--- src/rtl/alut_settings.svh ---
// alut settings
// table geometry and field widths shared by the packages and RTL

`ifndef ALUT_SETTINGS_SVH
`define ALUT_SETTINGS_SVH

// table geometry
`define ALUT_DEPTH   256   // number of entries
`define ALUT_IDX_W   8     // entry index width, log2 of depth

// field widths
`define ALUT_MAC_W   48    // mac address
`define ALUT_PORT_W  2     // four switch ports
`define ALUT_TIME_W  32    // timestamp and age
`define ALUT_DIV_W   8     // time base divider

`endif

--- src/rtl/alut_host_pkg.sv ---
// alut host types
// operation codes, request and response payloads and the live config

`include "alut_settings.svh"

package alut_host_pkg;

   typedef enum logic [2:0] {
      op_learn      = 3'd0,   // store mac and port with current time
      op_lookup     = 3'd1,   // return port if valid, matching and in date
      op_inval_aged = 3'd2,   // clear every out of date entry
      op_inval_all  = 3'd3,   // clear the whole table
      op_set_config = 3'd4    // load divider and best before age
   } alut_op_e;

   typedef struct packed {
      alut_op_e                 op;
      logic [`ALUT_MAC_W-1:0]   mac;
      logic [`ALUT_PORT_W-1:0]  port;
      logic [`ALUT_DIV_W-1:0]   div_clk;
      logic [`ALUT_TIME_W-1:0]  best_bfr_age;
   } alut_req_t;

   typedef struct packed {
      logic                     hit;
      logic [`ALUT_PORT_W-1:0]  port;          // zero on a miss
      logic [`ALUT_MAC_W-1:0]   lst_inv_mac;   // last entry cleared by an aged scan
      logic [`ALUT_PORT_W-1:0]  lst_inv_port;
      logic                     inval_seen;    // aged scan cleared something
   } alut_resp_t;

   typedef struct packed {
      logic [`ALUT_DIV_W-1:0]   div_clk;       // time base ticks every div_clk+1 cycles
      logic [`ALUT_TIME_W-1:0]  best_bfr_age;
   } alut_cfg_t;

endpackage

--- src/rtl/alut_ctrl.sv ---
// alut controller
// four phase host handshake, config register, op dispatch
// and response capture

`timescale 1ns/10ps
`include "alut_settings.svh"

module alut_ctrl
   import alut_host_pkg::*;
(
   input  logic                     pclk14,
   input  logic                     n_p_reset14,
   input  logic                     req,
   input  alut_req_t                req_data,      // stable while req is high
   output logic                     ack,
   output alut_resp_t               resp,
   output alut_cfg_t                cfg,
   output logic                     addr_start,
   output logic                     is_learn,
   output logic [`ALUT_MAC_W-1:0]   mac,
   output logic [`ALUT_PORT_W-1:0]  port,
   input  logic                     addr_done,
   input  logic                     hit,
   input  logic [`ALUT_PORT_W-1:0]  hit_port,
   output logic                     age_start,
   output logic                     age_cmd,
   input  logic                     age_done,
   input  logic [`ALUT_MAC_W-1:0]   lst_inv_mac,
   input  logic [`ALUT_PORT_W-1:0]  lst_inv_port,
   input  logic                     inval_in_prog
);

   typedef enum logic [1:0] {C_IDLE, C_BUSY, C_ACK} ctrl_st_e;

   ctrl_st_e  st;
   logic      accept;     // new request seen with ack low
   logic      to_addr;    // learn or lookup
   logic      to_age;     // either invalidate

   assign accept   = (st == C_IDLE) && req;
   assign to_addr  = (req_data.op == op_learn) || (req_data.op == op_lookup);
   assign to_age   = (req_data.op == op_inval_aged) || (req_data.op == op_inval_all);

   assign ack      = (st == C_ACK);
   assign is_learn = (req_data.op == op_learn);
   assign age_cmd  = (req_data.op == op_inval_all);
   assign mac      = req_data.mac;
   assign port     = req_data.port;

   // ----------------------------------------
   // handshake FSM
   // ----------------------------------------
   always_ff @(posedge pclk14 or negedge n_p_reset14)
   begin
      if (!n_p_reset14)
      begin
         st         <= C_IDLE;
         addr_start <= 1'b0;
         age_start  <= 1'b0;
         cfg        <= '{div_clk: '0, best_bfr_age: '1};   // never aged until set
         resp       <= '0;
      end
      else
      begin
         addr_start <= accept && to_addr;   // one cycle pulses
         age_start  <= accept && to_age;
         case (st)
            C_IDLE:
               if (req)
               begin
                  st <= (to_addr || to_age) ? C_BUSY : C_ACK;
                  if (req_data.op == op_set_config)
                     cfg <= '{div_clk: req_data.div_clk, best_bfr_age: req_data.best_bfr_age};
               end
            C_BUSY:
               if (addr_done || age_done)
               begin
                  st                <= C_ACK;
                  resp.hit          <= addr_done && hit;
                  resp.port         <= (addr_done && hit) ? hit_port : '0;
                  resp.lst_inv_mac  <= lst_inv_mac;
                  resp.lst_inv_port <= lst_inv_port;
                  resp.inval_seen   <= age_done && inval_in_prog;
               end
            C_ACK:
               if (!req)
                  st <= C_IDLE;         // ack drops next cycle
            default:
               st <= C_IDLE;
         endcase
      end
   end

   // host keeps req up until the op is acknowledged
   a_req_held: assert property (@(posedge pclk14) disable iff (!n_p_reset14)
      $fell(req) |-> ack);

endmodule

--- config.mk ---
export PLATFORM = sky130hd
export DESIGN_NAME = alut_ctrl
export DESIGN_NICKNAME = d
export VERILOG_FILES = /design/src/rtl/alut_host_pkg.sv /design/src/rtl/alut_ctrl.sv
export VERILOG_INCLUDE_DIRS = /design/src /design/src/rtl
export SDC_FILE = /design/constraint.sdc
export NUM_CORES = 1
export LEC_CHECK = 0
export BUFFER_PORTS_ARGS = -buffer_cell sky130_fd_sc_hd__buf_2
export CAP_MARGIN = 10
export CORE_UTILIZATION = 25
export DETAILED_ROUTE_END_ITERATION = 10
export PLACE_DENSITY = 0.55
export REMOVE_ABC_BUFFERS = 1
export SYNTH_ARGS = -nofsm -noshare
export SYNTH_HDL_FRONTEND = slang
export SYNTH_SLANG_ARGS = --single-unit
export TNS_END_PERCENT = 20
--- constraint.sdc ---
create_clock -name pclk14 -period 1.6 [get_ports pclk14]
set_input_delay 0.16 -clock pclk14 [delete_from_list [all_inputs] [get_ports pclk14]]
set_output_delay 0.16 -clock pclk14 [all_outputs]
set_load 0.02 [all_outputs]
==> results of run 1 <==
cell families after synthesis:
logic type             Yosys count  share of synthesized area
flip-flops                      98                      0.549
buffers and inverters           60                      0.117
AO/OA/AOI/OAI                    7                     0.0116
multiplexers                    90                      0.298
AND/OR/NAND/NOR                 16                     0.0251
critical path: stages (launching register included):
cell and delay [ns]:
dfrtp_1 0.41, nor2b_4 0.17, nor2b_4 0.16, buf_12 0.17
buf_12 0.17, mux2_4 0.31
metal layers:
layer  track usage  wire length [µm]
met2         0.155              4420
met5        0.0444                60
met4        0.0513               186
met3        0.0819              1800
met1         0.154              5000
state kept, by name (all words and copies together) (netlist names):
signal / cells
resp: 54
cfg: 40
st: 2
addr_start: 1
age_start: 1
report_power, final:
part           internal, W  total (W)  switching, W
clock network      0.00123    0.00220      0.000972
logic              0.00190    0.00385       0.00195
registers          0.00356    0.00407      0.000504
total              0.00669     0.0101       0.00342
cell type report:
cell class / instances / area (µm²) / area share
clock buffers: 9 / 225 / 0.0389
clock inverters: 7 / 77.6 / 0.0134
well taps: 225 / 282 / 0.0487
multi-input cells: 113 / 1520 / 0.263
flip-flops and latches: 98 / 2490 / 0.431
repair buffers: 217 / 1180 / 0.205
repair_timing:
action | CTS | global route
hold endpoints to repair | 66 | 0
hold buffers | 1 | 0
setup endpoints to repair | 0 | 11
gates resized for setup | 0 | 1
cells in the final DEF (no fill, tap or decap):
cell type	instances
buf_2	199
mux2_4	90
dfrtp_1	66
dfstp_2	32
buf_4	13
clkbuf_16	9
nor2_1	4
buf_12	4
clkinv_4	3
and3_1	2
nor2b_4	2
o21ai_0	2
a22o_1	2
inv_6	2
and2b_1	1
nor3_1	1
and3b_1	1
and2b_2	1
nand2b_1	1
nor4_1	1
nor4b_2	1
nand2_2	1
a22oi_1	1
a21o_1	1
a32o_1	1
clkinv_1	1
bufinv_16	1
dlygate4sd3_1	1
how the worst min path moves through the flow:
stage / endpoint / cells after the start / slack (ns)
floorplan: addr_start / 0 / -0.14
global placement: cfg[39] / 2 / 0.25
detailed placement: cfg[39] / 2 / 0.27
CTS: resp[51] / 2 / 0.007
global route: resp[3] / 2 / 0.02
finish: resp[51] / 2 / 0.03
metrics by stage:
stage	power [W]	setup TNS, ns	util	cell area (µm²)
floorplan	0.00659	-48.06	-	4010
global placement	0.00791	0	0.312	5470
detailed placement	0.00797	0	0.312	5470
CTS	0.0103	0	0.329	5780
finish	0.0101	0	0.330	5780
global route	0.0107	0	0.330	5780
==> results.json, run 1 <==
{
  "status": "completed",
  "leakagePower_nw": 3.01,
  "drtAntennaViolNets": 0,
  "stdcell_count": 669,
  "cts_inserted_buffers": 9,
  "synth_seq_cells": 98,
  "yosysSeqAreaShare": 0.549,
  "drv_slew": 0,
  "synth_most_common_cell": "mux2_4",
  "cts_num_sinks": 98,
  "antenna_found_initial": 0,
  "cts_tree": "yes",
  "irDropWorstVdd_v": 0.000835,
  "synth-async-reset-ratio": 1.00,
  "via_per_inst": 4.15,
  "endpoint": "resp[25]",
  "grt_pass1_wl_um": 16400,
  "dp_slack_ns": 0.0720,
  "hold_viol_final": 0,
  "yosysTopAreaCell": "dfrtp_1",
  "synth_cell_types": 23,
  "first_global_vias": 2871,
  "fill_cells": 1752,
  "maxCapViolCount": 0,
  "whs_ns": 0.0303,
  "critical_path_arrival_ns": 1.76,
  "startpoint": "st[0]",
  "syn2layout_area_growth_pct": 27.3,
  "drt_iter0_drc": 105,
  "grt_use_total": 0.122,
  "via_count": 2778,
  "antennaDiodeCount": 0,
  "setup_viol_count_final": 0,
  "cp-end-kind": "register",
  "postSynthCellCount": 271,
  "fin_ws_ns": 0.0747,
  "crit_type": "register to register",
  "cts_buffer_depth": 2,
  "postCtsSetupRepairBufs": 0,
  "period_share": 0.953,
  "clock_latency_ns": 0.34,
  "r2r_start": "st[0]",
  "netlist_area_um2": 4540,
  "dpl.hpwl_um": 8630,
  "initial_core_util": 0.259,
  "fp.dieW_um": 137,
  "slew_headroom": 0.658,
  "rsz0062_at_grt": "no",
  "clockRootBuffer": "clkbuf_16",
  "drive_gt1_frac": 0.806,
  "clk_pin_slew_ns": 0.07,
  "die_area_um2": 18700,
  "coreArea_um2": 17500,
  "htreeDepth": 3,
  "placementRows": 48,
  "fmax_mhz": 656,
  "drc": 0,
  "min-delay-start": "hit_port[0]",
  "routed_wl_um": 11500,
  "avgRoutedWirePerCell_um": 17.1,
  "first_pass_iters": 4,
  "placedCellCount": 652,
  "gp_congestion": 0.673,
  "r2r_end": "resp[25]",
  "syn_area_per_cell_um2": 16.8,
  "fin_crit_ns": 1.53,
  "grt_max_degree": 99,
  "r2r_slack_ns": 0.07,
  "ios": 301,
  "port_buffers": 200,
  "critPathRequiredTime_ns": 1.83,
  "synth_edf_count": 0,
  "ys_warn_count": 0,
  "grt_overflow": 0,
  "reg2regPathDepth": 5,
  "synth.top_cells.by_count": "mux2_4 (90), dfrtp_1 (66), buf_4 (50)",
  "skew_ns": 0.00539,
  "die_h_um": 137,
  "max_slew.worst_pin.slew_ns": 0.508,
  "start_kind": "register",
  "yosys_most_used_dff": "dfrtp_1",
  "cp_max_fo": 17,
  "yosys-top-cells-area": "dfrtp_1 (36%), mux2_4 (30%), dfstp_2 (19%)",
  "yosys.area.top_type_share": 0.364,
  "worstHoldPathType": "primary input to register",
  "powerDensity_nw_per_um2": 1750,
  "fin_nets": 591
}
No activity file was read; power rests on OpenSTA's default activity.
==> inputs of run 2 (changes only) <==
ABC_AREA = 1   (was unset)
PLACE_DENSITY = 0.56   (was 0.55)
==> run 2 against run 1 <==
Net effect:
- clock power is 3% lower
- final area grew 0.80%
- clock skew about the same
- combinational power fell by 18%
- sequential share of layout area fell by 0.34 points
- register-to-register slack gained 0.16 ns
- worst setup slack improved by 0.16 ns
- global-route usage is 4.4 points higher
- first-iteration DRC count is 39% higher
- critical path depth increased by 1
- flip-flop and latch count is the same
- critical path type unchanged
- largest cell class unchanged
- largest power group unchanged
==> results.json, run 2 <==
{
  "status": "completed",
  "stdcell_area_um2": 5830,
  "grt_pass1_wl_um": 21600,
  "drtAntennaViolNets": 0,
  "grt_max_degree": 51,
  "grt_use_total": 0.167,
  "crit_type": "register to register",
  "fin_crit_ns": 1.37,
  "synth_cell_types": 18,
  "synth_mux_area_frac": 0,
  "critPathRequiredTime_ns": 1.89,
  "cts_inserted_buffers": 9,
  "start_kind": "register",
  "leakagePower_nw": 3.24,
  "yosys_most_used_dff": "dfrtp_1",
  "rsz0062_at_grt": "no",
  "synth.top_cells.by_count": "nand2_1 (242), dfrtp_1 (66), buf_4 (51)",
  "fmax_mhz": 731,
  "die_area_um2": 17500,
  "max_flop_register": "resp",
  "layout_common_cells": "nand2_1 (242), buf_2 (199), dfrtp_1 (66)",
  "drv_slew": 0,
  "cp_max_fo": 42,
  "antenna_found_initial": 1,
  "cp-end-kind": "register",
  "syn_area_per_cell_um2": 8.87,
  "grt_overflow": 0,
  "critical_path_arrival_ns": 1.65,
  "largest_reg_flops": 54,
  "finalSetupTns_ns": 0,
  "port_buffers": 200,
  "via_count": 3736,
  "maxCapViolCount": 0,
  "postCtsSetupRepairBufs": 0,
  "r2r_slack_ns": 0.23,
  "drc": 0,
  "synth-async-reset-ratio": 1.00,
  "fin_ws_ns": 0.231,
  "place_area_um2": 5150,
  "ios": 301,
  "post_synth_xor_area_fraction": 0,
  "min-delay-start": "lst_inv_mac[5]",
  "dpl.hpwl_um": 10100,
  "syn2layout_area_growth_pct": 37.4,
  "initial_core_util": 0.256,
  "coreArea_um2": 16600,
  "period_share": 0.855,
  "htreeDepth": 3,
  "cts_buffer_depth": 2,
  "irDropWorstVdd_v": 0.000723,
  "netlist_area_um2": 4240,
  "final_common_cell": "nand2_1",
  "startpoint": "st[0]",
  "via_per_inst": 4.20,
  "yosysTopAreaCell": "dfrtp_1",
  "ys_warn_count": 0,
  "largestRegisters": "resp x54, cfg x40, st x2",
  "synth_compound_area_frac": 0.00737,
  "yosys.area.top_type_share": 0.389,
  "clock_latency_ns": 0.34,
  "yosysSeqAreaShare": 0.588,
  "slew_headroom": 0.689,
  "avgRoutedWirePerCell_um": 16.1,
  "cts_num_sinks": 98,
  "yosys.area_share.simple": 0.276,
  "synth_seq_cells": 98,
  "cts_tree": "yes",
  "skew_ns": 0.00586,
  "clockRootBuffer": "clkbuf_16",
  "fill_cells": 1752,
  "synth_edf_count": 0,
  "gp_congestion": 0.750,
  "synth_most_common_cell": "nand2_1",
  "synthAdderAreaFrac": 0,
  "hold_viol_final": 0,
  "setup_viol_count_final": 0,
  "drive_gt1_frac": 0.391,
  "clk_pin_slew_ns": 0.07,
  "ctsResizeCount": 0,
  "cts_hold_buf": 39,
  "first_global_vias": 3690,
  "fin_nets": 815,
  "r2r_start": "st[0]",
  "placementRows": 47,
  "yosys-top-cells-area": "dfrtp_1 (39%), nand2_1 (21%), dfstp_2 (20%)",
  "postSynthCellCount": 478,
  "die_h_um": 132,
  "worstHoldPathType": "primary input to register",
  "max_slew.worst_pin.slew_ns": 0.466,
  "routed_wl_um": 14300,
  "fp.dieW_um": 132,
  "drt_iter0_drc": 146,
  "powerDensity_nw_per_um2": 1580,
  "dp_slack_ns": 0.260,
  "synth_top_family_by_area": "simple AND/OR/NAND/NOR gates",
  "first_pass_iters": 4
}
run 2: worst max-delay path: stages, from the launching register on:
cell     delay (ns)
dfrtp_1        0.40
inv_2          0.10
nor2_4         0.05
o21ai_4        0.09
buf_4          0.44
nand2_1        0.11
nand2_1        0.09
run 2: where the power goes:
group | leakage, nW | internal (W) | switching (W)
Sequential | 1.17 | 0.00347 | 0.000428
Clock | 0.137 | 0.00121 | 0.000917
Combinational | 1.94 | 0.00110 | 0.00207
run 2: area by class of cell:
class	count	area, µm²	share of cell area
Multi-Input combinational cell	299	1210	0.208
Clock inverter	5	55.1	0.00944
Antenna cell	1	2.50	0.000429
Clock buffer	11	233	0.0399
Timing Repair Buffer	247	1530	0.262
Inverter	8	30.0	0.00515
Tap cell	220	275	0.0472
Sequential cell	98	2490	0.428
run 2: logic make-up after synthesis:
logic type	Yosys count
compound gates	5
buf+inv	81
flops	98
simple gates	294
run 2: final timing paths:
path / to / cells past startpoint
max: resp[15] / 6
min: resp[8] / 3
max reg2reg: resp[15] / 6
min reg2reg: cfg[0] / 2
max in group asynchronous: cfg[21] / 3
min in group asynchronous: resp[34] / 2
run 2: stage by stage:
stage	instances	hold slack [ns]	power (W)	util
2_1_floorplan	405	-0.136	0.00572	-
3_3_place_gp	833	0.134	0.00701	0.310
3_5_place_dp	833	0.134	0.00705	0.310
4_1_cts	888	0.000215	0.00933	0.351
5_1_grt	888	0.0133	0.00980	0.351
6_report	889	0.0247	0.00919	0.352
run 2: metal layers:
layer  global-route usage  wire length [µm]  up-vias
met1                0.198              5890     1669
met3                0.142              2590       19
li1                     -                 -     1793
met4               0.0600               219        4
met2                0.207              5460      251
met5               0.0694               149        -
==> inputs of run 3 (changes only) <==
PLACE_DENSITY = 0.65   (was 0.56)
clock period = 1.2 ns   (was 1.6 ns; I/O delays follow)
==> run 3 against run 2 <==
Net effect:
- the flow now finishes with violations (setup timing)
- first-iteration DRC count grew 47%
- non-clock buffer count grew 50
- combinational power grew 42%
- critical path type unchanged
==> results.json, run 3 (synthesis gave the netlist of run 2 again) <==
{
  "stdcell_area_um2": 6490,
  "cp_common_cell": "nand2_1",
  "drtAntennaViolNets": 0,
  "whs_ns": 0.0171,
  "cts_tree": "yes",
  "coreArea_um2": 16600,
  "worstHoldPathType": "primary input to register",
  "fp.dieW_um": 132,
  "crit_chain": "buf_6 > nor2_4 > o21ai_4 > buf_12 > nand2_1 > nand2_1",
  "ios": 301,
  "fill_cells": 1649,
  "layout_common_cells": "nand2_1 (230), buf_2 (194), dlygate4sd3_1 (80)",
  "fin_ws_ns": -0.0582,
  "clock_latency_ns": 0.34,
  "stdcell_count": 938,
  "first_global_vias": 4098,
  "via_count": 4133,
  "cp_slowest_cell": "dfrtp_1",
  "seqPwrFrac": 0.405,
  "cp-end-kind": "register",
  "min-delay-start": "req_data[35]",
  "period_share": 1.05,
  "dpl.hpwl_um": 9800,
  "setup_viol_count_final": 50,
  "skew_ns": 0.00792,
  "final_common_cell": "nand2_1",
  "powerDensity_nw_per_um2": 1990,
  "r2r_slack_ns": -0.06,
  "htreeDepth": 3,
  "status": "finished with violations",
  "largestRegisters": "resp x54, cfg x40, st x2",
  "hold_viol_final": 0,
  "die_area_um2": 17500,
  "maxCapViolCount": 0,
  "syn2layout_area_growth_pct": 53.0,
  "start_kind": "register",
  "clockRootBuffer": "clkbuf_16",
  "slowest_delay_ns": 0.41,
  "grt_max_degree": 52,
  "grt_overflow": 0,
  "grt_pass1_wl_um": 22800,
  "r2r_end": "resp[35]",
  "comb_power_share": 0.349,
  "fmax_mhz": 795,
  "gp_congestion": 0.746,
  "crit_type": "register to register",
  "via_per_inst": 4.41,
  "max_slew.worst_pin.slew_ns": 0.284,
  "p_sw_w": 0.00468,
  "cts_inserted_buffers": 9,
  "cp_max_fo": 51,
  "cts_num_sinks": 98,
  "clk_pin_slew_ns": 0.07,
  "initial_core_util": 0.256,
  "largest_reg_flops": 54,
  "drt_iter0_drc": 214,
  "p_int_w": 0.00824,
  "p_sw_frac": 0.362,
  "critPathRequiredTime_ns": 1.43,
  "avgRoutedWirePerCell_um": 16.5,
  "reg2regPathDepth": 6,
  "whs_path_depth": 3,
  "grt_use_total": 0.172,
  "leakagePower_nw": 3.53,
  "min_to": "cfg[35]",
  "rsz0062_at_grt": "yes",
  "first_pass_iters": 5,
  "placedCellCount": 837,
  "fin_nets": 865,
  "violations": "setup timing",
  "place_area_um2": 5200,
  "slew_headroom": 0.811,
  "max_flop_register": "resp",
  "port_buffers": 200,
  "cts_buffer_depth": 2,
  "fin_crit_ns": 1.26,
  "antennaDiodeCount": 0,
  "drc": 0,
  "routed_wl_um": 15500,
  "r2r_start": "st[1]",
  "critical_path_arrival_ns": 1.49,
  "placementRows": 47,
  "irDropWorstVdd_v": 0.00106,
  "antenna_found_initial": 0,
  "drv_slew": 0,
  "die_h_um": 132,
  "clock_power_share": 0.245,
  "drive_gt1_frac": 0.396
}
## run 3: cell types whose count changed in the layout (fill, tap and decap cells not counted), moves of 5 or more
| cell | before | now |
|---|---|---|
| buf_4 | 3 | 10 |
| nand2_2 | 0 | 10 |
| dlygate4sd3_1 | 39 | 80 |
| buf_2 | 199 | 194 |
| nand2_1 | 242 | 230 |
## run 3: cell type report
type / count / area (µm²) / area share
Inverter: 8 / 35.0 / 0.00540
Sequential cell: 98 / 2490 / 0.384
Multi-Input combinational cell: 299 / 1270 / 0.195
Clock buffer: 14 / 264 / 0.0407
Clock inverter: 2 / 60.1 / 0.00925
Tap cell: 220 / 275 / 0.0424
Timing Repair Buffer: 297 / 2090 / 0.323
## run 3: worst max path at each step
stage	slack, ns	end	cells after the start	from
floorplan	-1.68	cfg[32]	6	req_data[90]
global placement	-0.008	cfg[38]	7	st[0]
detailed placement	-0.05	cfg[32]	7	st[0]
CTS	-0.09	resp[46]	7	st[1]
global route	-0.13	resp[11]	7	st[1]
finish	-0.06	resp[35]	6	st[1]
## run 3: power groups by stage
stage          Clock (W)  Sequential [W]  Combinational (W)
6_report         0.00317         0.00523            0.00451
5_1_grt          0.00341         0.00535            0.00488
4_1_cts          0.00328         0.00521            0.00441
3_5_place_dp           0         0.00521            0.00418
3_3_place_gp           0         0.00523            0.00409
2_1_floorplan          0         0.00664           0.000997
## run 3: metal layers
metal	GRT usage	up-vias	part of all wire
met1	0.207	1955	0.41
met5	0.0694	-	0.0091
met3	0.110	25	0.14
met2	0.240	255	0.42
met4	0.0587	4	0.015
li1	-	1894	-
## run 3: repair_timing
| action | CTS | global route |
|---|---|---|
| setup buffers | 1 | 0 |
| hold buffers | 80 | 0 |
| cloned | 1 | 3 |
| endpoints found under the setup margin | 49 | 98 |
| pin swaps | 0 | 1 |
| hold endpoints to repair | 145 | 0 |
| resized for setup | 7 | 21 |
## run 3: through the flow
stage | total power [W] | TNS, ns | worst slack [ns] | util
CTS | 0.0129 | -3.33 | -0.0918 | 0.384
global route | 0.0136 | -8.52 | -0.131 | 0.391
global placement | 0.00933 | -0.0245 | -0.00787 | 0.313
floorplan | 0.00763 | -115.22 | -1.68 | -
finish | 0.0129 | -1.34 | -0.0582 | 0.391
detailed placement | 0.00939 | -0.530 | -0.0534 | 0.313
## run 3: critical path: cells and delay by family, from the launching register on
kind,cells,cell delay (ns)
buffers and inverters,2,0.32
AND/OR/NAND/NOR,3,0.28
AO/OA/AOI/OAI,1,0.10
flip-flops,1,0.41
